==> config.mk <==
export PLATFORM = sky130hd
export DESIGN_NAME = prIdEx
export DESIGN_NICKNAME = d
export VERILOG_FILES = /design/src/rvPkg.sv /design/src/prIdEx.sv
export SDC_FILE = /design/constraint.sdc
export NUM_CORES = 1
export LEC_CHECK = 0
export ABC_AREA = 1
export BUFFER_PORTS_ARGS = -buffer_cell sky130_fd_sc_hd__buf_2
export CORE_AREA = 2 2 121 123
export DETAILED_ROUTE_END_ITERATION = 7
export DIE_AREA = 0 0 123 125
export PLACE_DENSITY = 0.65
export SLEW_MARGIN = 20
export SYNTH_ARGS = -nofsm -noshare
export SYNTH_HDL_FRONTEND = slang
export SYNTH_SLANG_ARGS = --single-unit
export TNS_END_PERCENT = 30
==> constraint.sdc <==
create_clock -name CLK -period 0.9 [get_ports CLK]
set_input_delay 0.225 -clock CLK [delete_from_list [all_inputs] [get_ports CLK]]
set_output_delay 0.225 -clock CLK [all_outputs]
set_load 0.01 [all_outputs]
==> src/rvPkg.sv <==
package rvPkg;

	localparam int XLEN = 32;
	localparam int DMEM_WORDS = 256;
	localparam int DMEM_AW = $clog2(DMEM_WORDS);

	typedef enum logic [6:0] {
		OP_LUI    = 7'b0110111,
		OP_AUIPC  = 7'b0010111,
		OP_JAL    = 7'b1101111,
		OP_JALR   = 7'b1100111,
		OP_BRANCH = 7'b1100011,
		OP_LOAD   = 7'b0000011,
		OP_STORE  = 7'b0100011,
		OP_OPIMM  = 7'b0010011,
		OP_OP     = 7'b0110011,
		OP_SYSTEM = 7'b1110011
	} opcode_e;

	typedef enum logic [3:0] {
		ADD,
		SUB,
		SLL,
		SLT,
		SLTU,
		XOR,
		SRL,
		SRA,
		OR,
		AND,
		PASSB
	} aluOp_e;

	typedef enum logic [1:0] {
		WB_ALU,
		WB_MEM,
		WB_PC4
	} wbSrc_e;

	typedef enum logic [1:0] {
		MEM_WORD,
		MEM_BYTE,
		MEM_BYTEU
	} memSize_e;

	// Instruction formats with the MSB first
	typedef struct packed {
		logic [6:0] funct7;
		logic [4:0] rs2;
		logic [4:0] rs1;
		logic [2:0] funct3;
		logic [4:0] rd;
		opcode_e opcode;
	} rType_t;

	typedef struct packed {
		logic [11:0] imm;
		logic [4:0] rs1;
		logic [2:0] funct3;
		logic [4:0] rd;
		opcode_e opcode;
	} iType_t;

	typedef struct packed {
		logic [6:0] immHi;
		logic [4:0] rs2;
		logic [4:0] rs1;
		logic [2:0] funct3;
		logic [4:0] immLo;
		opcode_e opcode;
	} sType_t;

	typedef struct packed {
		logic imm12;
		logic [5:0] imm10to5;
		logic [4:0] rs2;
		logic [4:0] rs1;
		logic [2:0] funct3;
		logic [3:0] imm4to1;
		logic imm11;
		opcode_e opcode;
	} bType_t;

	typedef struct packed {
		logic [19:0] imm31to12;
		logic [4:0] rd;
		opcode_e opcode;
	} uType_t;

	typedef struct packed {
		logic imm20;
		logic [9:0] imm10to1;
		logic imm11;
		logic [7:0] imm19to12;
		logic [4:0] rd;
		opcode_e opcode;
	} jType_t;

	typedef union packed {
		rType_t r;
		iType_t i;
		sType_t s;
		bType_t b;
		uType_t u;
		jType_t j;
	} instrWord_u;

	typedef struct packed {
		aluOp_e aluOp;
		logic aluSrcA;
		logic aluSrcB;
		logic isBranch;
		logic [2:0] branchFunct;
		logic isJump;
		logic isJalr;
		logic memRead;
		logic memWrite;
		memSize_e memSize;
		wbSrc_e wbSrc;
		logic regWe;
		logic halt;
	} ctrlBundle_t;

	typedef struct packed {
		logic valid;
		logic [XLEN-1:0] pc;
		logic [XLEN-1:0] imm;
		logic [XLEN-1:0] rs1Data;
		logic [XLEN-1:0] rs2Data;
		logic [4:0] rd;
		ctrlBundle_t ctrl;
	} idExBundle_t;

	typedef struct packed {
		logic valid;
		logic [XLEN-1:0] aluResult;
		logic [XLEN-1:0] storeData;
		logic [XLEN-1:0] pcPlus4;
		logic [4:0] rd;
		ctrlBundle_t ctrl;
	} exMemBundle_t;

	typedef struct packed {
		logic valid;
		logic [XLEN-1:0] wbData;
		logic [4:0] rd;
		logic regWe;
		logic halt;
	} memWbBundle_t;

endpackage

==> src/prIdEx.sv <==
`timescale 1ns/1ps

module prIdEx import rvPkg::*; (
	input logic CLK,
	input logic RSTn,
	input idExBundle_t idIn,
	output idExBundle_t idOut
);

	// Whole decode bundle moves as one word
	always_ff @(posedge CLK) begin
		if (RSTn) begin
			// Bubble with valid and all control bits low
			idOut <= '0;
		end else begin
			idOut <= idIn;
		end
	end

endmodule

Yosys cells after proc, flatten, opt, wreduce, memory -nomap -nowiden
Cells that the tools add are included.
Word-level totals
  word-level logic and storage cells: 19
  input bits: 156
  bits in registers: 154
  output and inout bits: 154

Longest topological paths before layout
Gate-level depths: netlist of run 1.
  depth in word-level cells: 0
  depth in mapped cells: 4
  gate-level depth less buffers: 2

Worst setup path after synthesis of run 1
No wires, ideal clock.
  path type: input -> register
  from: input port RSTn
  to: register idOut[100] (netlist bit)
  setup slack: 0.103 ns
  data required time: 0.788 ns
  path buffers: 3
  arrival: 0.685 ns
  library setup time: 0.112 ns
  cell stages on the path: 4
  cell sequence: buf_2 buf_6 buf_6 nor2_1
RTL lines
  start, declared: line prIdEx.sv:5  | input logic RSTn,
  end signal, assigned: line prIdEx.sv:16  | idOut <= idIn;
  end, declared: line prIdEx.sv:7  | output idExBundle_t idOut
No word-level cell between the ends.

Worst setup path after layout of run 1
  from: register idOut[108] (netlist bit)
  to: output port idOut[108] (netlist bit)
No word-level cell between the ends.

==> results of run 1 <==
through the flow:
| step | hold WS (ns) | instances | TNS (ns) | setup WS [ns] | total power, mW |
|---|---|---|---|---|---|
| finish | 0.0157 | 1036 | -23.66 | -0.172 | 16.0 |
| global route | -0.000325 | 1035 | -30.55 | -0.218 | 16.7 |
| global placement | 0.424 | 961 | 0 | 0.0507 | 8.75 |
| floorplan | 0.332 | 479 | 0 | 0.103 | 8.00 |
| detailed placement | 0.430 | 961 | 0 | 0.0267 | 8.77 |
| CTS | 0.0000176 | 1032 | -28.07 | -0.200 | 16.0 |
cells by family after synthesis:
group	share of synthesized area
buffers and inverters	0.162
DFF	0.706
and+or+nand+nor	0.132
area by class of cell:
cell class / instances / area share
diodes: 2 / 0.000650
clock inverters: 11 / 0.0154
clock buffers: 21 / 0.0598
flip-flops and latches: 154 / 0.413
well taps: 184 / 0.0299
multi-input cells: 154 / 0.0750
inverters: 154 / 0.0750
repair buffers: 356 / 0.331
metal layers:
layer | vias up | GRT usage | part of all wire
met2 | 201 | 0.270 | 0.50
met5 | - | 0 | 0
met1 | 1687 | 0.147 | 0.36
met3 | 7 | 0.0785 | 0.13
li1 | 2003 | - | -
met4 | 0 | 0.0555 | 0.012
worst max path at each step:
stage | from | to | slack [ns]
6_report | idOut[108] | idOut[108] | -0.17
5_1_grt | idOut[48] | idOut[48] | -0.22
4_1_cts | idOut[103] | idOut[103] | -0.20
3_5_place_dp | RSTn | idOut[122] | 0.03
3_3_place_gp | RSTn | idOut[129] | 0.05
2_1_floorplan | RSTn | idOut[100] | 0.10
cells in the final DEF, fill, tap and decap left out:
cell type and n:
clkbuf_1 2, clkinv_2 5, clkinvlp_4 1, bufinv_16 2
clkbuf_8 2, buf_12 3, buf_6 81, buf_2 227
inv_6 1, dlygate4sd3_1 41, diode_2 2, clkinv_4 2
buf_4 4, dfxtp_2 81, inv_1 154, clkbuf_16 17
dfxtp_1 73, nor2_1 154
where the power goes:
group          internal (mW)  switching (mW)  total [mW]
Combinational          0.963           0.741        1.70
Clock                   4.22            2.69        6.92
Sequential              7.22           0.128        7.35
Total                   12.4            3.56        16.0
what timing repair did:
item	4_1_cts	5_1_grt
pin swaps	0	0
buffers inserted	0	0
endpoints found under the setup margin	154	154
hold buffers	39	2
hold endpoints to repair	39	2
resized for setup	59	110
==> results.cfg, run 1 <==
[yosys]
synth_edf_count = 0
syn_area_um2 = 4370
ys_ff_latch = 154
ys_top_cells_by_area = dfxtp_1 71%, inv_1 13%, nor2_1 13%
ys_seq_area_frac = 0.706
syn_nets = 635
synthCells = 479
synth_flop_cell = dfxtp_1
synthDistinctLibCells = 5
syn_avg_cell_area_um2 = 9.12
synth_top_area_frac = 0.706
ys.warnings.count = 0
async_reset_ff_frac = 0
yosysTopAreaCell = dfxtp_1
yosys-top-cells-count = 154 x dfxtp_1, 154 x inv_1, 154 x nor2_1

[worst_setup_path]
worstPathRequired_ns = 0.67
path_depth = 1
path_cells = buf_6
crit_path_max_fanout = 1
cp_slowest_cell = dfxtp_2
cp.arrival_ns = 0.85
crit_family = flip-flops
crit_buf_inv = 1
path_class = reg2out
endpoint_kind = output pin
cpPeakStageDelay_ns = 0.33
start_kind = flip-flop

[placement]
place_area_um2 = 6100
routabilityCongestion = 0.753
portBuffers = 309
dp_hpwl_um = 8490

[global_routing]
grt_pass1_vias = 3883
antenna_found_initial = 2
grt_pass1_wl_um = 17800
grt_usage = 0.152
grt-ovfl-total = 0
grt_max_degree = 46

[hold_path]
hp-class = in2reg
hp-start = idIn[98]
whs_path_depth = 3
whs_endpoint = idOut[98]

[finish]
nets = 993
syn_to_final_growth_pct = 76.4
final_util = 0.542
fillers = 1231
seq_area_um2 = 3180
stdcell_area_um2 = 7700
largest_reg_flops = 154
multi_input_area_um2 = 578
final_layout_size_suffix_gt1_frac = 0.501
largestRegisters = idOut x154
top_register = idOut

[clock_tree]
cts_tree = built
clockRootBuffer = clkbuf_16
clock-sinks = 154
cts_made_buffers = 17
cts_buffer_depth = 2
h-tree-depth = 4
clkSlewWorstSetupHoldPaths_ns = 0.06

[floorplanning]
start_util = 0.308
die_w_um = 123
core-area_um2 = 14200
die_area_um2 = 15400
die_h_um = 125
row_count = 44
io_pins = 310

[sta]
fin_crit_sh = 1.19
final.setup.worst_slack_ns = -0.172
worst_slew_pin_slew_ns = 0.196
relSlewSlack = 0.869
setup_viol = 154
finalHoldViolCount = 0
rsz0062_at_grt = yes
fin_crit_ns = 1.07
final_max_slew_viol_count = 0
clock.fmax_mhz = 933

[route]
avgViaCountPerCell = 3.76
drt-total-wl_um = 12000
drtIter0Drc = 90
dr_total_vias = 3898
dr.pass1.iters = 4
drc = 0
wl_per_cell_um = 11.6
postRouteAntennaNets = 0

[run_status]
outcome = complete, but fails checks
violations = setup timing

[power_and_ir_drop]
p_leak_nw = 4.38
p_per_area_nw_per_um2 = 2070
vdd_drop_max_mv = 1.36

[run]
maxCapViolCount = 0
Note: power is estimated with default switching activity, not from simulation.
==> run 2, diff against run 1 <==
--- a/config.mk
+++ b/config.mk
@@ -8,9 +8,11 @@
 export ABC_AREA = 1
 export BUFFER_PORTS_ARGS = -buffer_cell sky130_fd_sc_hd__buf_2
 export CORE_AREA = 2 2 121 123
+export CTS_CLUSTER_SIZE = 24
 export DETAILED_ROUTE_END_ITERATION = 7
 export DIE_AREA = 0 0 123 125
 export PLACE_DENSITY = 0.65
+export SKIP_CTS_REPAIR_TIMING = 1
 export SLEW_MARGIN = 20
 export SYNTH_ARGS = -nofsm -noshare
 export SYNTH_HDL_FRONTEND = slang
==> run 2 against run 1 <==
Compared with the run above: the run still ends with setup timing left; power shrank 0.95%; cell area shrank 4.8%; non-clock buffer count shrank 33; wire length shrank 4.5%; global-route usage shrank 0.96 points; sequential power is essentially flat; final cell count shrank 3.2%; clock power is essentially flat; largest cell class unchanged.
==> results.cfg, run 2 (same netlist as run 1, synthesis figures left out) <==
[power_and_ir_drop]
p_leak_nw = 4.24
p_switching_mw = 3.52
vdd_drop_max_mv = 1.35
power_frac_comb = 0.099
p_per_area_nw_per_um2 = 2160
intPower_mw = 12.3
swShare = 0.222
p_clk_frac = 0.437
p_seq_frac = 0.465

[sta]
setup_viol = 154
final.setup.worst_slack_ns = -0.196
relSlewSlack = 0.869
fin_crit_sh = 1.22
tns_ns = -23.63
fin_crit_ns = 1.10
finalHoldViolCount = 0
final_max_slew_viol_count = 0
rsz0062_at_grt = yes
clock.fmax_mhz = 913
worst_slew_pin_slew_ns = 0.197

[hold_path]
hp-start = idIn[55]
hp-class = in2reg

[worst_setup_path]
cp_slowest_cell = dfxtp_1
path_cells = buf_2
cpPeakStageDelay_ns = 0.34
worstPathRequired_ns = 0.67
crit_path_max_fanout = 1
path_class = reg2out
cp.arrival_ns = 0.87
crit_start = idOut[111]
start_kind = flip-flop
endpoint_kind = output pin
crit_buf_inv = 1
crit_family = flip-flops

[finish]
largest_reg_flops = 154
multi_input_area_um2 = 578
nets = 960
syn_to_final_growth_pct = 67.9
final_util = 0.516
post_layout_nonfiller_instances = 1003
largestRegisters = idOut x154
fillers = 1310
final_cell_mix = 232 x buf_2, 154 x inv_1, 154 x nor2_1, 78 x dfxtp_1
seq_area_um2 = 3180
final_common_cell = buf_2
top_register = idOut
final_layout_size_suffix_gt1_frac = 0.515

[route]
dr_total_vias = 3749
postRouteAntennaNets = 0
avgViaCountPerCell = 3.74
wl_per_cell_um = 11.5
drt-total-wl_um = 11500
drc = 0
dr.pass1.iters = 4
drtIter0Drc = 93

[floorplanning]
io_pins = 310
start_util = 0.308
die_h_um = 125
die_area_um2 = 15400
die_w_um = 123
core-area_um2 = 14200
row_count = 44

[clock_tree]
h-tree-depth = 4
cts_tree = built
clockRootBuffer = clkbuf_16
cts_buffer_depth = 2
clock-sinks = 154
clkSlewWorstSetupHoldPaths_ns = 0.06
cts_made_buffers = 17

[run_status]
violations = setup timing
outcome = complete, but fails checks

[global_routing]
grt-ovfl-total = 0
antenna_found_initial = 2
grt_pass1_wl_um = 16600
grt_pass1_vias = 3585
grt_max_degree = 46
grt_usage = 0.142

[placement]
place_inst = 961
dp_hpwl_um = 8490
routabilityCongestion = 0.753
portBuffers = 309

[run]
maxCapViolCount = 0
-- run 2: routing by layer --
metal	track usage	wire, um
met1	0.138	4050
met3	0.0839	1560
met2	0.244	5740
met4	0.0555	150
met5	0	0
-- run 2: final timing paths --
check / depth (start not counted) / to
max: 1 / idOut[111]
min: 3 / idOut[55]
-- run 2: area by class of cell --
cell class | instances | share of cell area
sequential | 154 | 0.433
tap | 184 | 0.0314
timing repair buffer | 323 | 0.298
antenna | 2 | 0.000682
clock buffer | 21 | 0.0628
clock inverter | 11 | 0.0162
multi-input combinational | 154 | 0.0788
inverter | 154 | 0.0788
-- run 2: tightest hold or removal path, cell delays in order --
cell and delay [ns]:
buf_2 0.09, inv_1 0.04, nor2_1 0.03
-- run 2: per-stage QoR --
step / hold slack, ns / setup WS (ns) / cell area (um2) / total power, mW
after CTS: -0.00653 / -0.217 / 6680 / 15.7
after global placement: 0.424 / 0.0507 / 6100 / 8.75
after detailed placement: 0.430 / 0.0267 / 6100 / 8.77
after floorplan: 0.332 / 0.103 / 4370 / 8.00
after global routing: -0.00165 / -0.251 / 7330 / 16.6
final: 0.0149 / -0.196 / 7340 / 15.8
-- run 2: power groups by stage --
stage	sequential, mW	clock, mW	combinational, mW
5_1_grt	7.38	7.43	1.74
6_report	7.35	6.91	1.56
4_1_cts	7.27	7.11	1.36
2_1_floorplan	7.62	0	0.373
3_5_place_dp	7.42	0	1.36
3_3_place_gp	7.41	0	1.34
