File: src/rvPkg.sv
package rvPkg;

	localparam int XLEN = 32;
	localparam int DMEM_WORDS = 256;
	localparam int DMEM_AW = $clog2(DMEM_WORDS);

	typedef enum logic [6:0] {
		OP_LUI    = 7'b0110111,
		OP_AUIPC  = 7'b0010111,
		OP_JAL    = 7'b1101111,
		OP_JALR   = 7'b1100111,
		OP_BRANCH = 7'b1100011,
		OP_LOAD   = 7'b0000011,
		OP_STORE  = 7'b0100011,
		OP_OPIMM  = 7'b0010011,
		OP_OP     = 7'b0110011,
		OP_SYSTEM = 7'b1110011
	} opcode_e;

	typedef enum logic [3:0] {
		ADD,
		SUB,
		SLL,
		SLT,
		SLTU,
		XOR,
		SRL,
		SRA,
		OR,
		AND,
		PASSB
	} aluOp_e;

	typedef enum logic [1:0] {
		WB_ALU,
		WB_MEM,
		WB_PC4
	} wbSrc_e;

	typedef enum logic [1:0] {
		MEM_WORD,
		MEM_BYTE,
		MEM_BYTEU
	} memSize_e;

	// Instruction formats with the MSB first
	typedef struct packed {
		logic [6:0] funct7;
		logic [4:0] rs2;
		logic [4:0] rs1;
		logic [2:0] funct3;
		logic [4:0] rd;
		opcode_e opcode;
	} rType_t;

	typedef struct packed {
		logic [11:0] imm;
		logic [4:0] rs1;
		logic [2:0] funct3;
		logic [4:0] rd;
		opcode_e opcode;
	} iType_t;

	typedef struct packed {
		logic [6:0] immHi;
		logic [4:0] rs2;
		logic [4:0] rs1;
		logic [2:0] funct3;
		logic [4:0] immLo;
		opcode_e opcode;
	} sType_t;

	typedef struct packed {
		logic imm12;
		logic [5:0] imm10to5;
		logic [4:0] rs2;
		logic [4:0] rs1;
		logic [2:0] funct3;
		logic [3:0] imm4to1;
		logic imm11;
		opcode_e opcode;
	} bType_t;

	typedef struct packed {
		logic [19:0] imm31to12;
		logic [4:0] rd;
		opcode_e opcode;
	} uType_t;

	typedef struct packed {
		logic imm20;
		logic [9:0] imm10to1;
		logic imm11;
		logic [7:0] imm19to12;
		logic [4:0] rd;
		opcode_e opcode;
	} jType_t;

	typedef union packed {
		rType_t r;
		iType_t i;
		sType_t s;
		bType_t b;
		uType_t u;
		jType_t j;
	} instrWord_u;

	typedef struct packed {
		aluOp_e aluOp;
		logic aluSrcA;
		logic aluSrcB;
		logic isBranch;
		logic [2:0] branchFunct;
		logic isJump;
		logic isJalr;
		logic memRead;
		logic memWrite;
		memSize_e memSize;
		wbSrc_e wbSrc;
		logic regWe;
		logic halt;
	} ctrlBundle_t;

	typedef struct packed {
		logic valid;
		logic [XLEN-1:0] pc;
		logic [XLEN-1:0] imm;
		logic [XLEN-1:0] rs1Data;
		logic [XLEN-1:0] rs2Data;
		logic [4:0] rd;
		ctrlBundle_t ctrl;
	} idExBundle_t;

	typedef struct packed {
		logic valid;
		logic [XLEN-1:0] aluResult;
		logic [XLEN-1:0] storeData;
		logic [XLEN-1:0] pcPlus4;
		logic [4:0] rd;
		ctrlBundle_t ctrl;
	} exMemBundle_t;

	typedef struct packed {
		logic valid;
		logic [XLEN-1:0] wbData;
		logic [4:0] rd;
		logic regWe;
		logic halt;
	} memWbBundle_t;

endpackage

File: src/instrDecoder.sv
`timescale 1ns/1ps

module instrDecoder import rvPkg::*; (
	input instrWord_u instr,
	output ctrlBundle_t ctrl,
	output logic [XLEN-1:0] imm,
	output logic [4:0] rs1,
	output logic [4:0] rs2,
	output logic [4:0] rd,
	output logic legal
);

	logic [XLEN-1:0] immI;
	logic [XLEN-1:0] immS;
	logic [XLEN-1:0] immB;
	logic [XLEN-1:0] immU;
	logic [XLEN-1:0] immJ;
	logic [6:0] funct7;
	logic [2:0] funct3;

	function automatic aluOp_e aluFromFunct(input logic [2:0] f3, input logic f7b5,
			input logic isReg);
		case (f3)
			3'b000: return (isReg && f7b5) ? SUB : ADD;
			3'b001: return SLL;
			3'b010: return SLT;
			3'b011: return SLTU;
			3'b100: return XOR;
			3'b101: return f7b5 ? SRA : SRL;
			3'b110: return OR;
			default: return AND;
		endcase
	endfunction

	// Register fields sit at the same place in every format
	assign rs1 = instr.r.rs1;
	assign rs2 = instr.r.rs2;
	assign rd = instr.r.rd;
	assign funct7 = instr.r.funct7;
	assign funct3 = instr.r.funct3;

	assign immI = {{20{instr.i.imm[11]}}, instr.i.imm};
	assign immS = {{20{instr.s.immHi[6]}}, instr.s.immHi, instr.s.immLo};
	assign immB = {{19{instr.b.imm12}}, instr.b.imm12, instr.b.imm11, instr.b.imm10to5,
		instr.b.imm4to1, 1'b0};
	assign immU = {instr.u.imm31to12, 12'b0};
	assign immJ = {{11{instr.j.imm20}}, instr.j.imm20, instr.j.imm19to12, instr.j.imm11,
		instr.j.imm10to1, 1'b0};

	always_comb begin
		ctrl = '0;
		ctrl.aluOp = ADD;
		ctrl.memSize = MEM_WORD;
		ctrl.wbSrc = WB_ALU;
		imm = '0;
		legal = 1'b1;
		case (instr.r.opcode)
			OP_LUI: begin
				ctrl.aluOp = PASSB;
				ctrl.aluSrcB = 1'b1;
				ctrl.regWe = 1'b1;
				imm = immU;
			end
			OP_AUIPC: begin
				ctrl.aluSrcA = 1'b1;
				ctrl.aluSrcB = 1'b1;
				ctrl.regWe = 1'b1;
				imm = immU;
			end
			OP_JAL: begin
				ctrl.isJump = 1'b1;
				ctrl.wbSrc = WB_PC4;
				ctrl.regWe = 1'b1;
				imm = immJ;
			end
			OP_JALR: begin
				ctrl.isJump = 1'b1;
				ctrl.isJalr = 1'b1;
				ctrl.wbSrc = WB_PC4;
				ctrl.regWe = 1'b1;
				imm = immI;
				legal = (funct3 == 3'b000);
			end
			OP_BRANCH: begin
				ctrl.isBranch = 1'b1;
				ctrl.branchFunct = instr.b.funct3;
				imm = immB;
				// 010 and 011 are unused branch encodings
				legal = (funct3[2:1] != 2'b01);
			end
			OP_LOAD: begin
				ctrl.aluSrcB = 1'b1;
				ctrl.memRead = 1'b1;
				ctrl.wbSrc = WB_MEM;
				ctrl.regWe = 1'b1;
				imm = immI;
				case (funct3)
					3'b000: ctrl.memSize = MEM_BYTE;
					3'b010: ctrl.memSize = MEM_WORD;
					3'b100: ctrl.memSize = MEM_BYTEU;
					default: legal = 1'b0;
				endcase
			end
			OP_STORE: begin
				ctrl.aluSrcB = 1'b1;
				ctrl.memWrite = 1'b1;
				imm = immS;
				case (funct3)
					3'b000: ctrl.memSize = MEM_BYTE;
					3'b010: ctrl.memSize = MEM_WORD;
					default: legal = 1'b0;
				endcase
			end
			OP_OPIMM: begin
				ctrl.aluOp = aluFromFunct(funct3, funct7[5], 1'b0);
				ctrl.aluSrcB = 1'b1;
				ctrl.regWe = 1'b1;
				imm = immI;
				if (funct3 == 3'b001)
					legal = (funct7 == 7'b0000000);
				else if (funct3 == 3'b101)
					legal = (funct7 == 7'b0000000) || (funct7 == 7'b0100000);
			end
			OP_OP: begin
				ctrl.aluOp = aluFromFunct(funct3, funct7[5], 1'b1);
				ctrl.regWe = 1'b1;
				legal = (funct7 == 7'b0000000) ||
					((funct7 == 7'b0100000) && (funct3 == 3'b000 || funct3 == 3'b101));
			end
			OP_SYSTEM: begin
				// Only EBREAK is decoded and it acts as halt
				ctrl.halt = 1'b1;
				legal = (instr == 32'h0010_0073);
			end
			default: legal = 1'b0;
		endcase
	end

endmodule

File: config.mk
export PLATFORM = sky130hd
export DESIGN_NAME = instrDecoder
export DESIGN_NICKNAME = d
export VERILOG_FILES = /design/src/rvPkg.sv /design/src/instrDecoder.sv
export SDC_FILE = /design/constraint.sdc
export NUM_CORES = 1
export LEC_CHECK = 0
export ABC_AREA = 1
export BUFFER_PORTS_ARGS = -buffer_cell sky130_fd_sc_hd__buf_2
export CAP_MARGIN = 20
export CORE_MARGIN = 8
export CORE_UTILIZATION = 39
export DETAILED_ROUTE_END_ITERATION = 12
export MAX_ROUTING_LAYER = met4
export PLACE_DENSITY = 0.85
export SYNTH_ARGS = -nofsm -noshare
export SYNTH_HDL_FRONTEND = slang
export SYNTH_SLANG_ARGS = --single-unit
File: constraint.sdc
create_clock -name vclk -period 1.5
set_clock_uncertainty 0.1 [all_clocks]
set_input_delay 0.15 -clock vclk [all_inputs]
set_output_delay 0.15 -clock vclk [all_outputs]
set_load 0.01 [all_outputs]
-- Yosys cells after proc, flatten, opt, wreduce, memory -nomap -nowiden
Cells that the tools add are included.
- bits in registers: 0
- output and inout port bits: 68
- input port bits: 32
- word-level logic and storage cells: 57
- reductions and logical operators: 14
- muxes and demuxes: 24
- equality and inequality tests: 19
- operators by type and width (kind ; count):
    32-bit case mux with 5 select lines ; 1
    4-bit case mux with 7 select lines ; 2
    32-bit by 21-bit equality test with 1-bit output (second input constant) ; 1
    7-bit by 6-bit equality test with 1-bit output (second input constant) ; 4
    7-bit equality test (second input constant) ; 4
    1-bit 2-to-1 mux ; 15
    7-bit by 5-bit equality test with 1-bit output (second input constant) ; 2
    2-bit case mux with 2 select lines ; 3
    4-bit case mux with 3 select lines ; 1
    3-bit equality test (second input constant) ; 3
    3-bit OR reduction ; 3
    1-bit case mux with 8 select lines ; 1
    7-bit by 2-bit equality test with 1-bit output (second input constant) ; 1
    7-bit logical NOT ; 1
    7-bit OR reduction ; 1
    3-bit by 2-bit equality test with 1-bit output (second input constant) ; 2
    2-bit OR reduction ; 3
    5-bit OR reduction ; 1
    4-bit 2-to-1 mux ; 1
    3-bit by 1-bit equality test with 1-bit output (second input constant) ; 1
    3-bit logical NOT ; 1
    1-bit logical OR ; 3
    2-bit by 1-bit != test with 1-bit output (second input constant) ; 1
    1-bit logical AND ; 1

-- Depth between registers and ports, before layout
- word-level depth: 5
- gate-level depth with buffers: 9
- depth with buffers taken out: 9

-- Worst setup path after synthesis
OpenSTA, ideal clock, no wires.
- kind: input-to-output
- from: input port instr[1] (netlist bit)
- to: output port imm[20]
- buffers on the path: 1
- data arrival time: 1.176 ns
- data required time: 1.250 ns
- setup slack: 0.074 ns
- stages: 7
- path through: nand2_1 -> inv_1 -> nand2_1 -> nor3_2 -> nand2_1 -> clkbuf_1 -> nand4_1
- longest elaborated chain between the ends: 3
- elaborated cells on any way between the ends: 11
- classes of those cells: eq/ne (8); mux (1); reduce/logical (2)
- ends and longest elaborated chain (element ; RTL line ; RTL):
    from (decl) ; instrDecoder.sv:4 ; input instrWord_u instr,
    7-bit by 5-bit equality test with 1-bit output, or another cell as far along ; instrDecoder.sv:57 ; case (instr.r.opcode)
    3-bit OR reduction (no source line) / 2-bit OR reduction (equally long branches) ; -- ;
    32-bit case mux with 5 select lines * ; instrDecoder.sv:57 ;
    to (decl) ; instrDecoder.sv:6 ; output logic [XLEN-1:0] imm,
Mark *: on every way between the ends. The rest lies on a longest branch, timed or not.

-- Worst setup path after layout
- from: input port instr[3] (netlist bit)
- to: output port imm[11]
The elaborated chain is that of the path after synthesis.

==> impl_metrics.yaml <==
global_routing:
  grt.total_usage: 0.207
  grt_pass1_vias: 1771
  grt_util_met1: 0.234
  overflow: 0
  met3_usage: 0.0229
  grt_pass1_wl_mm: 7.65
  grt.met2_usage: 0.360
  grt_max_degree: 22
  antenna_found_initial: 0
  grt-busiest-layer: "met2"
timing:
  setup-violations-final: 26
  fin_tns_setup_ns: -1.68
  worst_slew_pin_slew_ns: 0.284
  finalCriticalPeriod_ns: 1.60
  period_share: 1.07
  maxSlewViolCount: 0
  rsz0062_at_grt: "yes"
  fmax_mhz: 624
  hold_violations: 0
  setup_slack_ns: -0.103
  relSlewSlack: 0.809
synth:
  synth-compound-area-share: 0.156
  yosysWarnings: 0
  synth_top_cell_area_share: 0.217
  synth_xor_xnor_area_share: 0
  syn_area_per_cell_um2: 4.77
  synth_cells: 221
  synth-simple-area-share: 0.596
  yosysUniqueCellTypes: 22
  synth_area_mm2: 0.00105
  synth_fa_ha_area_frac: 0
  synthMuxAreaShare: 0
  synth_top_family_by_area: "simple AND/OR/NAND/NOR gates"
  synth_top_cell_by_area: "nand2_1"
  synth_area_leaders: "nand2_1, buf_4, nor2_1, inv_1, nand3_1"
  syn_nets: 253
  ys_seq_area_frac: 0
layout:
  stdcell_count: 366
  clkbuf_count: 0
  drive_above_1_share: 0.570
  mostFrequentLayoutCell: "buf_2"
  nets: 369
  regArea_um2: 0
  syn_to_final_growth_pct: 88.7
  antenna_cells: 0
  nFlopsAndLatches: 0
  layout_common_cells: "buf_2, nand2_1, buf_4, nor2_1"
critical_path:
  worstSetupPathType: "in -> out"
  start_kind: "primary input"
  cpMaxStageDelayCell: "nor2_4"
  path_common_cell: "nor2_4"
  cp_max_fo: 5
  crit_required_ns: 1.25
  crit_arrival_ns: 1.35
  critPathMaxStageDelay_ns: 0.20
  cp_cell_sequence: "buf_8 -> inv_6 -> nand2_4 -> nor2_4 -> nand2_2 -> nor2_4 -> o21ai_4 -> buf_4 -> nand4_1 -> buf_2"
  end_kind: "output port"
detailed_routing:
  postRouteAntennaNets: 0
  drt_iter0_markers: 92
  drtPass1Iterations: 5
  vias: 2012
  wire_per_inst_um: 16.3
  drc: 0
  vias_per_cell: 5.50
  totalWireLength_mm: 5.98
floorplan:
  core-area_mm2: 0.00266
  die_area_mm2: 0.00462
  io_pins: 100
  chipWidth_um: 68.0
  die_h_um: 68.0
  placementRows: 19
  initial_core_util: 0.396
placed_design:
  port_buffers: 100
  place_congestion: 0.918
  detailed_place_hpwl_mm: 3.94
  dp_cells: 358
  post-place-ws_ns: -0.0935
outcome:
  violations: "negative setup slack"
  status: "complete, but fails checks"
power_and_ir_drop:
  p_leak_nw: 1.28
  irDropWorstVdd_mv: 0.179
  cellPowerDensity_mw_per_mm2: 168
min_path:
  min_path_type: "in -> out"
job:
  cap_violations: 0
## cells in the mapped netlist, types with 2 or more instances
master	number
o21ai_0	10
inv_1	27
nand2_1	61
nand2_2	2
nor2_1	36
nor2_4	2
nand3_1	20
buf_2	2
nor2_2	2
a21oi_1	13
buf_4	19
nand4_1	14
a21boi_0	4
## layout make-up
class	instances	area (µm²)
Tap cell	31	38.8
Fill cell	212	674
Timing Repair Buffer	136	863
Multi-Input combinational cell	171	971
Inverter	28	115
## per-stage QoR
step           utilization  hold slack, ns  total power, mW  area [µm²]
2_1_floorplan            -           0.242            0.138        1050
3_3_place_gp         0.628           0.417            0.258        1670
3_5_place_dp         0.628           0.420            0.262        1670
4_1_cts              0.678           0.421            0.281        1810
5_1_grt              0.747           0.430            0.359        1990
6_report             0.747           0.419            0.334        1990
## logic make-up (layout without fill, tap and decap cells)
| family | count (synthesis) | in the layout |
|---|---|---|
| AOI/OAI and AO/OA | 30 | 30 |
| and+or+nand+nor | 141 | 141 |
| buffers and inverters | 50 | 164 |
## critical path: cells and delay by family
family          cells  cell delay (ns)
buf+inv             4             0.47
compound gates      1             0.11
simple gates        5             0.63
## final timing paths
kind | cells after the start | slack (ns) | endpoint | from
max | 10 | -0.10 | imm[11] | instr[3]
min | 2 | 0.42 | rs2[3] | instr[23]
## power breakdown
group          internal [mW]  total [mW]  switching, mW
clock                      0           0              0
combinational          0.139       0.334          0.194
sequential                 0           0              0
## timing repair
item / in CTS / in global routing
endpoints found under the setup margin: 33 / 42
gates resized for setup: 27 / 71
cloned: 0 / 2
setup buffers: 9 / 0
hold buffers: 0 / 0
pin swaps: 5 / 24
## per-layer routing
layer  vias up  share of wire
met5         -              0
met1       887           0.36
met2       162           0.48
met3        30           0.12
li1        933              -
met4         0          0.043
Power figures use the tool's default switching activity.
