## config.mk

```make
export PLATFORM = sky130hd
export DESIGN_NAME = execUnit
export DESIGN_NICKNAME = d
export VERILOG_FILES = /design/src/rvPkg.sv /design/src/execUnit.sv
export SDC_FILE = /design/constraint.sdc
export NUM_CORES = 1
export LEC_CHECK = 0
export ABC_AREA = 1
export BUFFER_PORTS_ARGS = -buffer_cell sky130_fd_sc_hd__buf_2
export CAP_MARGIN = 5
export CORE_MARGIN = 4
export CORE_UTILIZATION = 40
export DETAILED_ROUTE_END_ITERATION = 6
export PLACE_DENSITY_LB_ADDON = 0.1
export SYNTH_ARGS = -nofsm -noshare
export SYNTH_HDL_FRONTEND = slang
export SYNTH_SLANG_ARGS = --single-unit
```

## constraint.sdc

```tcl
create_clock -name vclk -period 12.2
set_clock_uncertainty 0.15 [all_clocks]
set_input_delay 1.83 -clock vclk [all_inputs]
set_output_delay 1.83 -clock vclk [all_outputs]
set_load 0.02 [all_outputs]
```

## src/rvPkg.sv

```systemverilog
package rvPkg;

	localparam int XLEN = 32;
	localparam int DMEM_WORDS = 256;
	localparam int DMEM_AW = $clog2(DMEM_WORDS);

	typedef enum logic [6:0] {
		OP_LUI    = 7'b0110111,
		OP_AUIPC  = 7'b0010111,
		OP_JAL    = 7'b1101111,
		OP_JALR   = 7'b1100111,
		OP_BRANCH = 7'b1100011,
		OP_LOAD   = 7'b0000011,
		OP_STORE  = 7'b0100011,
		OP_OPIMM  = 7'b0010011,
		OP_OP     = 7'b0110011,
		OP_SYSTEM = 7'b1110011
	} opcode_e;

	typedef enum logic [3:0] {
		ADD,
		SUB,
		SLL,
		SLT,
		SLTU,
		XOR,
		SRL,
		SRA,
		OR,
		AND,
		PASSB
	} aluOp_e;

	typedef enum logic [1:0] {
		WB_ALU,
		WB_MEM,
		WB_PC4
	} wbSrc_e;

	typedef enum logic [1:0] {
		MEM_WORD,
		MEM_BYTE,
		MEM_BYTEU
	} memSize_e;

	// Instruction formats with the MSB first
	typedef struct packed {
		logic [6:0] funct7;
		logic [4:0] rs2;
		logic [4:0] rs1;
		logic [2:0] funct3;
		logic [4:0] rd;
		opcode_e opcode;
	} rType_t;

	typedef struct packed {
		logic [11:0] imm;
		logic [4:0] rs1;
		logic [2:0] funct3;
		logic [4:0] rd;
		opcode_e opcode;
	} iType_t;

	typedef struct packed {
		logic [6:0] immHi;
		logic [4:0] rs2;
		logic [4:0] rs1;
		logic [2:0] funct3;
		logic [4:0] immLo;
		opcode_e opcode;
	} sType_t;

	typedef struct packed {
		logic imm12;
		logic [5:0] imm10to5;
		logic [4:0] rs2;
		logic [4:0] rs1;
		logic [2:0] funct3;
		logic [3:0] imm4to1;
		logic imm11;
		opcode_e opcode;
	} bType_t;

	typedef struct packed {
		logic [19:0] imm31to12;
		logic [4:0] rd;
		opcode_e opcode;
	} uType_t;

	typedef struct packed {
		logic imm20;
		logic [9:0] imm10to1;
		logic imm11;
		logic [7:0] imm19to12;
		logic [4:0] rd;
		opcode_e opcode;
	} jType_t;

	typedef union packed {
		rType_t r;
		iType_t i;
		sType_t s;
		bType_t b;
		uType_t u;
		jType_t j;
	} instrWord_u;

	typedef struct packed {
		aluOp_e aluOp;
		logic aluSrcA;
		logic aluSrcB;
		logic isBranch;
		logic [2:0] branchFunct;
		logic isJump;
		logic isJalr;
		logic memRead;
		logic memWrite;
		memSize_e memSize;
		wbSrc_e wbSrc;
		logic regWe;
		logic halt;
	} ctrlBundle_t;

	typedef struct packed {
		logic valid;
		logic [XLEN-1:0] pc;
		logic [XLEN-1:0] imm;
		logic [XLEN-1:0] rs1Data;
		logic [XLEN-1:0] rs2Data;
		logic [4:0] rd;
		ctrlBundle_t ctrl;
	} idExBundle_t;

	typedef struct packed {
		logic valid;
		logic [XLEN-1:0] aluResult;
		logic [XLEN-1:0] storeData;
		logic [XLEN-1:0] pcPlus4;
		logic [4:0] rd;
		ctrlBundle_t ctrl;
	} exMemBundle_t;

	typedef struct packed {
		logic valid;
		logic [XLEN-1:0] wbData;
		logic [4:0] rd;
		logic regWe;
		logic halt;
	} memWbBundle_t;

endpackage

```

## src/execUnit.sv

```systemverilog
`timescale 1ns/1ps

module execUnit import rvPkg::*; (
	input idExBundle_t idEx,
	output exMemBundle_t exOut,
	output logic redirect,
	output logic [XLEN-1:0] redirectPc
);

	logic [XLEN-1:0] opA;
	logic [XLEN-1:0] opB;
	logic [XLEN-1:0] aluResult;
	logic [XLEN-1:0] jalrSum;
	logic [4:0] shamt;
	logic taken;

	assign opA = idEx.ctrl.aluSrcA ? idEx.pc : idEx.rs1Data;
	assign opB = idEx.ctrl.aluSrcB ? idEx.imm : idEx.rs2Data;
	assign shamt = opB[4:0];

	always_comb begin
		case (idEx.ctrl.aluOp)
			ADD: aluResult = opA + opB;
			SUB: aluResult = opA - opB;
			SLL: aluResult = opA << shamt;
			SLT: aluResult = {{(XLEN-1){1'b0}}, $signed(opA) < $signed(opB)};
			SLTU: aluResult = {{(XLEN-1){1'b0}}, opA < opB};
			XOR: aluResult = opA ^ opB;
			SRL: aluResult = opA >> shamt;
			SRA: aluResult = $signed(opA) >>> shamt;
			OR: aluResult = opA | opB;
			AND: aluResult = opA & opB;
			PASSB: aluResult = opB;
			default: aluResult = '0;
		endcase
	end

	// Branch compare always uses the register operands
	always_comb begin
		case (idEx.ctrl.branchFunct)
			3'b000: taken = (idEx.rs1Data == idEx.rs2Data);
			3'b001: taken = (idEx.rs1Data != idEx.rs2Data);
			3'b100: taken = ($signed(idEx.rs1Data) < $signed(idEx.rs2Data));
			3'b101: taken = ($signed(idEx.rs1Data) >= $signed(idEx.rs2Data));
			3'b110: taken = (idEx.rs1Data < idEx.rs2Data);
			3'b111: taken = (idEx.rs1Data >= idEx.rs2Data);
			default: taken = 1'b0;
		endcase
	end

	assign jalrSum = idEx.rs1Data + idEx.imm;
	assign redirect = idEx.valid && (idEx.ctrl.isJump || (idEx.ctrl.isBranch && taken));
	assign redirectPc = idEx.ctrl.isJalr ? {jalrSum[XLEN-1:1], 1'b0} : idEx.pc + idEx.imm;

	always_comb begin
		exOut.valid = idEx.valid;
		exOut.aluResult = aluResult;
		exOut.storeData = idEx.rs2Data;
		exOut.pcPlus4 = idEx.pc + 32'd4;
		exOut.rd = idEx.rd;
		exOut.ctrl = idEx.ctrl;
	end

endmodule

```

== Word level (Yosys, flattened, before mapping) ==
Index checks and enable logic that the tools add are counted.

* Bits in registers: 0
* Latch bits: 0
* Memory bits (writable): 0
* Memory bits (read-only): 0
* Input bits: 154
* Output and inout bits: 155
* Logic and storage cells: 44
* Memories kept: 0

* $add $sub $neg: 5
* Multiply operators: 0
* Div/mod/pow operators: 0
* Order comparisons: 6
* Eq/ne operators: 17
* Shift operators: 3
* Muxes and demuxes: 5
* Bitwise logic cells: 3
* Reduce and logical (&&, ||, !) cells: 5

{| class="wikitable"
|+ Operators by type and width
! operator !! number
|-
| one-hot mux 32 bit (11 select lines) || 1
|-
| less-than comparator 32 bit || 4
|-
| adder 32 bit || 3
|-
| two-way mux 32 bit || 3
|-
| >= comparator 32 bit || 2
|-
| adder 32 x 3 -> 32 bit (second input constant) || 1
|-
| AND 32 bit || 1
|-
| equality test 32 bit || 1
|-
| inequality test 32 bit || 1
|-
| OR 32 bit || 1
|-
| left shift 32 x 5 -> 32 bit || 1
|-
| >> shifter 32 x 5 -> 32 bit || 1
|-
| >>> shifter 32 x 5 -> 32 bit || 1
|-
| subtractor 32 bit || 1
|-
| bitwise XOR 32 bit || 1
|-
| equality test 4 x 3 -> 1 bit (second input constant) || 4
|-
| equality test 3 bit (second input constant) || 4
|-
| equality test 4 bit (second input constant) || 3
|-
| equality test 4 x 2 -> 1 bit (second input constant) || 2
|-
| one-hot mux 1 bit (6 select lines) || 1
|-
| equality test 4 x 1 -> 1 bit (second input constant) || 1
|-
| zero test 4 bit || 1
|-
| equality test 3 x 1 -> 1 bit (second input constant) || 1
|-
| zero test 3 bit || 1
|-
| other kinds (2) || 3
|}

== Logic depth before layout (Yosys ltp) ==
Gate-level depths: netlist of the first run.

* Depth after elaboration: 5
* Gate-level depth with buffers: 22
* Depth with buffers taken out: 19

== Least setup slack after synthesis of the first run ==
Ideal clock, no wire load.

* Kind: input to output
* Start point: input idEx[15] (netlist name)
* End point: output exOut[113] (netlist name)
* Arrival time: 4.619 ns
* Data required time: 10.220 ns
* Path slack: 5.601 ns
* Cell stages on the path: 15
* Buffers on the path: 2
* Cell sequence: buf_4 -> buf_2 -> o21ai_0 -> ha_1 -> inv_1 -> fa_1 -> o21ai_0 -> a21oi_1 -> o21ai_0 -> a21o_1 -> nand2_1 -> nand2_1 -> nand2_1 -> nand3_1 -> nand3_1

{| class="wikitable"
|+ RTL lines
! item !! line !! text
|-
| start, declared || execUnit.sv:4 || <nowiki>input idExBundle_t idEx,</nowiki>
|-
| end, declared || execUnit.sv:5 || <nowiki>output exMemBundle_t exOut,</nowiki>
|}

==> results of run 1 <==
## per-layer routing
metal	up-vias	GRT usage [%]
li1	10369	-
met4	8	19.9
met3	256	7.06
met5	-	0
met1	10109	50.8
met2	1396	61.8
## through the flow
stage | std cells | utilization [%] | total power [mW]
2_1_floorplan | 3039 | - | 0.688
3_3_place_gp | 3702 | 44.2 | 1.05
3_5_place_dp | 3702 | 44.2 | 1.05
4_1_cts | 3702 | 44.2 | 1.06
5_1_grt | 3702 | 44.2 | 1.18
6_report | 3704 | 44.2 | 1.10
## cell usage after synthesis (all sizes together) (2+ instances only)
library cell / count
o31ai: 2
nand2: 785
mux2i: 4
and2: 4
nor3: 55
o22ai: 31
o21a: 21
a211oi: 5
xor2: 42
buf: 108
nand3: 217
nor2: 289
clkbuf: 56
o21bai: 21
a221oi: 13
fa: 4
clkinv: 3
a21oi: 239
mux2: 2
a2111oi: 5
o21ai: 328
or2: 16
inv: 426
a21o: 24
o221ai: 7
nand3b: 8
a31oi: 15
o2111ai: 6
nand4: 37
nor4: 15
a21boi: 12
ha: 191
xnor2: 5
o211ai: 37
## power by group through the flow
| stage | logic [mW] | clock network (mW) | registers (mW) |
|---|---|---|---|
| 3_3_place_gp | 1.05 | 0 | 0 |
| 3_5_place_dp | 1.05 | 0 | 0 |
| 2_1_floorplan | 0.688 | 0 | 0 |
| 4_1_cts | 1.06 | 0 | 0 |
| 6_report | 1.10 | 0.0000000219 | 0 |
| 5_1_grt | 1.18 | 0 | 0 |
## logic make-up (layout without fill, tap and decap cells)
family	after synthesis	after routing	share of synthesized area, %
AND/OR/NAND/NOR	1427	1427	37.7
AO/OA/AOI/OAI	771	771	27.7
buffers and inverters	593	738	16.0
adder cells (fa/ha/maj)	195	195	15.6
XOR/XNOR	47	47	2.60
multiplexers	6	6	0.395
other	0	2	0
## critical path, stage by stage
cell     delay (ns)
buf_2          0.08
buf_4          0.48
nand2_1        0.19
o21ai_4        0.08
buf_4          0.51
inv_2          0.43
fa_1           0.52
o21ai_0        0.38
a21oi_1        0.20
o21ai_0        0.71
a31oi_1        0.25
nand2_1        0.11
nand2_1        0.05
nand2_1        0.05
nand3_1        0.12
buf_2          0.20
## placed cells by master, fill, tap and decap left out, drive strengths merged, types with 42 or more instances in the layout
cell type / n
nand2: 785
inv: 426
o21ai: 328
buf: 309
nor2: 289
a21oi: 239
nand3: 217
ha: 191
nor3: 55
xor2: 42
## cell type report
type	count	share of cell area, %
repair buffers	309	9.37
inverters	429	9.36
multi-input cells	2446	77.5
diodes	2	0.0291
well taps	518	3.77
## how the worst min path moves through the flow
stage / startpoint / to / slack (ns) / cells past startpoint
after floorplan: idEx[123] / exOut[27] / 3.60 / 1
after global placement: idEx[20] / exOut[20] / 3.51 / 0
after detailed placement: idEx[20] / exOut[20] / 3.51 / 0
after CTS: idEx[20] / exOut[20] / 3.51 / 0
after global routing: idEx[4] / exOut[4] / 3.51 / 0
final: idEx[4] / exOut[4] / 3.51 / 0
==> flow_summary.yaml, run 1 <==
critical_path:
  crit_arrival_ns: 6.29
  critPathMaxFanout: 66
  startpoint_type: "input pin"
  crit_required_ns: 10.22
  cp-startpoint: "idEx[14]"
  cp-end-kind: "primary output"
  path_class: "in -> out"
  crit_end: "exOut[105]"
global_route:
  overflow: 0
  grt_max_degree: 67
  grt_pass1_wl_microns: 127000
  antenna_found_initial: 6
  grt_pass1_vias: 20175
  track_usage_pct: 39.0
logic_synthesis:
  syn_inst: 3039
  yosysWarnings: 0
  ys_top_cells_by_area: "nand2_1, ha_1, inv_1, o21ai_0, a21oi_1"
  syn_area_per_cell_sq_um: 5.21
  synth_area_sq_um: 15800
  synthDistinctLibCells: 56
  seq_area_frac_synth_pct: 0
  yosys.area.top_type: "nand2_1"
  syn_nets: 3388
  synth.top_cell.area_share_pct: 18.6
pwr:
  power_frac_clock_pct: 0
  pwr-share-comb_pct: 100.0
  power.leakage_nw: 9.21
  power.internal_mw: 0.305
  switching_share_pct: 72.2
  ir_drop_mv: 0.0327
  power.share.sequential_pct: 0
  powerDensity_nw_per_um2: 63.7
  p_sw_mw: 0.791
placement:
  dpl.hpwl_microns: 74200
  place_area_sq_um: 17200
  port_buffers: 283
  post-place-ws_ns: 4.08
  routabilityCongestion: 1.04
floorplanning:
  initial_core_util_pct: 40.7
  die_h_microns: 207
  core_sq_um: 38900
  die-area_sq_um: 42800
  die_width_microns: 207
  pin_count: 309
  num_rows: 72
finish:
  seq_area_sq_um: 0
  syn2layout_area_growth_pct: 8.63
  final_nets: 3535
  seq_cells: 0
  drive_gt1_share_pct: 10.6
  fill_cells: 4527
  clkbuf_count: 0
  postLayoutCellArea_sq_um: 17200
  multi_input_area_sq_um: 13300
sta:
  rsz0062_at_grt: "no"
  relSlewSlack_pct: 23.0
  holdWs_ns: 3.51
  finalSetupTns_ns: 0
  worst-slew-pin-transition_ns: 1.15
  worst_slack_ns: 3.93
  maxSlewViolCount: 0
  period_share_pct: 67.8
  hold_viol_final: 0
  setup_viol: 0
  period_minus_slack_ns: 8.27
  max_freq_mhz: 121
routing:
  vias_per_cell: 5.98
  top_layer: "met5"
  vias: 22138
  ant_nets: 0
  finalWirelength_microns: 88200
  wl_met3_microns: 9320
  drc_errors: 0
  post_drt_wl_per_cell_microns: 23.8
  dr.pass1.iters: 7
  met1_length_microns: 35100
  wl_met2_microns: 37700
  drt-initial-drc-count: 2911
cts:
  post_cts_buffers: 0
  cts.repair.resized: 0
  cts_hold_buf: 0
status:
  status: "finished clean"
flow_run:
  maxCapViolations: 0
worst_hold_path:
  min_path_type: "in -> out"
(Power assumes the default switching activity.)
==> run 2: changes to the inputs <==
--- a/config.mk
+++ b/config.mk
@@ -5,7 +5,7 @@
 export SDC_FILE = /design/constraint.sdc
 export NUM_CORES = 1
 export LEC_CHECK = 0
-export ABC_AREA = 1
+export ABC_AREA = 0
 export BUFFER_PORTS_ARGS = -buffer_cell sky130_fd_sc_hd__buf_2
 export CAP_MARGIN = 5
 export CORE_MARGIN = 4
==> constraint.sdc (replaced) <==
create_clock -name vclk -period 6.6
set_clock_uncertainty 0.15 [all_clocks]
set_input_delay 0.99 -clock vclk [all_inputs]
set_output_delay 0.99 -clock vclk [all_outputs]
set_load 0.02 [all_outputs]
==> run 2 against run 1 <==
Largest cell class unchanged. Sequential share of layout area is the same. Critical path depth is 2 lower. Critical path type unchanged. Wire length decreased by 15%. Cell count is 23% lower. Hold slack lost 1.7 ns. Power grew 86%. Synthesized cell count shrank 28%. First-iteration DRC count decreased by 22%. Design area down 5.0%. Global-route usage down 3.4 points.
==> flow_summary.yaml, run 2 <==
critical_path:
  cp-end-kind: "primary output"
  path_class: "in -> out"
  startpoint_type: "input pin"
  slowest_stage: "or4_1"
  crit_required_ns: 5.46
  critPathMaxFanout: 11
  crit_arrival_ns: 5.23
  slowest_delay_ns: 0.55
  crit_buf_inv: 4
  cp-startpoint: "idEx[15]"
  cp_top_family: "compound AO/OA/AOI/OAI gates"
  cp_cell_sequence: "buf_2 > buf_4 > mux2i_1 > inv_1 > ha_1 > o311a_1 > o221a_2 > nor3b_1 > o21ai_1 > a21oi_1 > o21ai_0 > mux2i_1 > or4_1 > buf_2"
routing:
  vias: 18587
  finalWirelength_microns: 74800
  dr.pass1.iters: 6
  ant_nets: 0
  post_drt_wl_per_cell_microns: 26.4
  drc_errors: 0
  vias_per_cell: 6.55
  drt-initial-drc-count: 2275
sta:
  relSlewSlack_pct: 23.6
  maxSlewViolCount: 0
  period_minus_slack_ns: 6.37
  period_share_pct: 96.5
  max_freq_mhz: 157
  rsz0062_at_grt: "no"
  finalSetupTns_ns: 0
  worst-slew-pin-transition_ns: 1.14
  worst_slack_ns: 0.232
  hold_viol_final: 0
  setup_viol: 0
global_route:
  overflow: 0
  track_usage_pct: 35.6
  grt_pass1_wl_microns: 110000
  antenna_found_initial: 1
  grt_pass1_vias: 17457
  grt_max_degree: 61
logic_synthesis:
  synthDistinctLibCells: 88
  synth.most_common_cell: "nand2_1"
  ys_top_cells_by_area: "ha_1, mux2i_1, a21oi_1, o21ai_0, nand2_1"
  syn_inst: 2203
  yosys.area.top_type: "ha_1"
  yosysWarnings: 0
  synth_commonest_cells: "nand2_1, nor2_1, ha_1"
  syn_area_per_cell_sq_um: 6.68
  synth.top_cell.area_share_pct: 16.2
  syn_nets: 2552
  seq_area_frac_synth_pct: 0
  synth_area_sq_um: 14700
pwr:
  power.leakage_nw: 7.77
  pwr-share-comb_pct: 100.0
  ir_drop_mv: 0.0540
  power.internal_mw: 0.696
  p_sw_mw: 1.34
  switching_share_pct: 65.9
  power.share.sequential_pct: 0
  power_frac_clock_pct: 0
  powerDensity_nw_per_um2: 125
flow_run:
  maxCapViolations: 0
floorplanning:
  die_width_microns: 200
  die-area_sq_um: 39900
  die_h_microns: 200
  num_rows: 69
  pin_count: 309
  initial_core_util_pct: 41.0
  core_sq_um: 35900
finish:
  seq_cells: 0
  drive_gt1_share_pct: 17.8
  syn2layout_area_growth_pct: 11.1
  clkbuf_count: 0
  final_common_cell: "buf_2"
  num_antenna_cells: 0
  mostFrequentLayoutCells: "buf_2, nand2_1, nor2_1, ha_1, a21oi_1"
  final_nets: 2727
  seq_area_sq_um: 0
worst_hold_path:
  min_path_type: "in -> out"
  hp-start: "idEx[20]"
cts:
  post_cts_buffers: 0
  cts_hold_buf: 0
placement:
  dpl.hpwl_microns: 62300
  post-place-ws_ns: 0.205
  routabilityCongestion: 1.03
  port_buffers: 283
status:
  status: "finished clean"
run 2: changes by cell type after synthesis, sizes merged, moves of 44 or more:
| cell | before | now |
|---|---|---|
| nand3 | 217 | 63 |
| xnor2 | 5 | 49 |
| mux2i | 4 | 142 |
| nand2 | 785 | 209 |
| inv | 426 | 145 |
| a21oi | 239 | 184 |
| nor2 | 289 | 196 |
| o21ai | 328 | 167 |
run 2: power by group through the flow:
stage	Combinational, mW	Clock [mW]	Sequential, mW
finish	2.04	0	0
global route	2.18	0	0
CTS	1.98	0	0
detailed placement	1.97	0	0
global placement	1.97	0	0
floorplan	1.32	0	0
run 2: stage by stage:
step	utilization (%)	cell area, sq um	hold slack (ns)	total power [mW]	instances
global route	45.5	16300	1.83	2.18	2837
global placement	45.5	16300	1.83	1.97	2837
detailed placement	45.5	16300	1.83	1.97	2837
floorplan	-	14700	1.91	1.32	2203
finish	45.5	16300	1.83	2.04	2837
CTS	45.5	16300	1.83	1.98	2837
run 2: cells by family after synthesis:
kind of cell	Yosys count	share of synthesized area [%]
xor+xnor	82	4.88
mux	155	11.3
compound gates	786	35.9
simple gates	648	20.1
fa+ha+maj	195	16.8
buf+inv	337	10.9
run 2: layout make-up:
type               count  area, sq um
fillers             3926        19600
multi-input cells   1866        13100
repair buffers       365         2060
well taps            461          577
inverters            145          552
run 2: final timing paths:
path	endpoint	slack, ns	cells past startpoint
worst min-delay path	exOut[20]	1.83	0
worst max-delay path	exOut[118]	0.23	14
run 2: per-layer routing:
| metal | global-route usage (%) | wire, microns |
|---|---|---|
| met5 | 0 | 17 |
| met4 | 10.5 | 3030 |
| met3 | 4.98 | 8010 |
| met2 | 54.8 | 31300 |
| met1 | 51.7 | 32500 |
run 2: repair_timing:
item,in CTS,in global routing
endpoints found under the hold margin,0,0
gates resized for setup,0,3
endpoints found under the setup margin,0,3
==> run 3: changes to the inputs <==
==> constraint.sdc (replaced) <==
create_clock -name vclk -period 7.6
set_clock_uncertainty 0.15 [all_clocks]
set_input_delay 1.14 -clock vclk [all_inputs]
set_output_delay 1.14 -clock vclk [all_outputs]
set_load 0.02 [all_outputs]
==> run 3 against run 2 <==
Design area fell by 2.1%. First-iteration DRC count rose by 1.8%. Combinational power fell by 16%. Die area did not move. Critical path type unchanged. Largest power group unchanged.
==> flow_summary.yaml, run 3 (synthesized netlist as in run 2, its figures left out) <==
routing:
  ant_nets: 0
  vias: 18387
  drt-initial-drc-count: 2316
  finalWirelength_microns: 71500
  dr.pass1.iters: 6
  drc_errors: 0
  post_drt_wl_per_cell_microns: 25.6
  vias_per_cell: 6.58
global_route:
  grt_pass1_wl_microns: 106000
  track_usage_pct: 33.8
  overflow: 0
  grt_max_degree: 64
  antenna_found_initial: 2
  grt_pass1_vias: 17126
placement:
  dp_cells: 2796
  dpl.hpwl_microns: 58500
  routabilityCongestion: 1.05
  port_buffers: 283
sta:
  max_freq_mhz: 144
  period_minus_slack_ns: 6.95
  worst-slew-pin-transition_ns: 1.03
  period_share_pct: 91.4
  rsz0062_at_grt: "no"
  setup_viol: 0
  hold_viol_final: 0
  maxSlewViolCount: 0
  holdWs_ns: 2.13
  relSlewSlack_pct: 31.3
  finalSetupTns_ns: 0
finish:
  layout.cells.non_filler: 2796
  clkbuf_count: 0
  drive_gt1_share_pct: 16.4
  seq_area_sq_um: 0
  final_nets: 2686
  num_antenna_cells: 0
  seq_cells: 0
  fill_cells: 3883
  syn2layout_area_growth_pct: 8.75
  final_common_cell: "buf_2"
  mostFrequentLayoutCells: "buf_2, nand2_1, nor2_1, ha_1, a21oi_1"
critical_path:
  path_class: "in -> out"
  startpoint_type: "input pin"
  cp-end-kind: "primary output"
  critPathMaxFanout: 21
  cp_cell_sequence: "buf_2 > mux2i_4 > inv_2 > ha_1 > inv_1 > fa_1 > nor2b_1 > o211ai_1 > a2111oi_1 > buf_4 > o21ai_0 > a31oi_1 > nor2_1 > o41ai_1 > a21oi_1 > o21ai_0 > buf_2"
  slowest_stage: "o21ai_0"
  crit_required_ns: 6.31
  crit_arrival_ns: 5.66
  slowest_delay_ns: 0.50
cts:
  post_cts_buffers: 0
  cts.repair.resized: 0
  cts_hold_buf: 0
pwr:
  powerDensity_nw_per_um2: 108
  power.leakage_nw: 7.56
  ir_drop_mv: 0.0471
floorplanning:
  initial_core_util_pct: 41.0
  die_h_microns: 200
  die-area_sq_um: 39900
  num_rows: 69
  die_width_microns: 200
  pin_count: 309
  core_sq_um: 35900
worst_hold_path:
  min_path_type: "in -> out"
status:
  status: "finished clean"
flow_run:
  maxCapViolations: 0
-- run 3: power breakdown --
group          internal, mW  switching, mW
Sequential                0              0
Combinational         0.580           1.14
Clock                     0              0
Total                 0.580           1.14
-- run 3: worst paths after layout --
kind / start / to / slack, ns / depth (start not counted)
max: idEx[14] / exOut[115] / 0.65 / 17
min: idEx[20] / exOut[20] / 2.13 / 0
-- run 3: layout make-up --
class                           count  area, sq um  area share, %
Multi-Input combinational cell   1866        13100           82.2
Tap cell                          461          577           3.61
Inverter                          145          552           3.45
Timing Repair Buffer              324         1720           10.8
-- run 3: routing by layer --
layer | up-vias | track usage, % | part of all wire [%]
met3 | 149 | 4.82 | 11
li1 | 8410 | - | -
met1 | 8590 | 48.8 | 43
met4 | 4 | 11.8 | 4.3
met5 | - | 0 | 0.038
met2 | 1234 | 51.2 | 42
-- run 3: metrics by stage --
| step | power (mW) | area, sq um | setup WS, ns | utilization (%) |
|---|---|---|---|---|
| 2_1_floorplan | 1.14 | 14700 | 1.10 | - |
| 3_3_place_gp | 1.66 | 16000 | 0.860 | 44.5 |
| 3_5_place_dp | 1.66 | 16000 | 0.880 | 44.5 |
| 4_1_cts | 1.67 | 16000 | 0.858 | 44.5 |
| 5_1_grt | 1.84 | 16000 | 0.527 | 44.5 |
| 6_report | 1.72 | 16000 | 0.651 | 44.5 |
-- run 3: critical path: cells and delay by family --
kind                       cells  cell delay, ns
AOI/OAI and AO/OA              7            2.07
and+or+nand+nor                2            0.31
muxes                          1            0.39
adders and majority gates      2            0.49
buffers and inverters          5            1.22
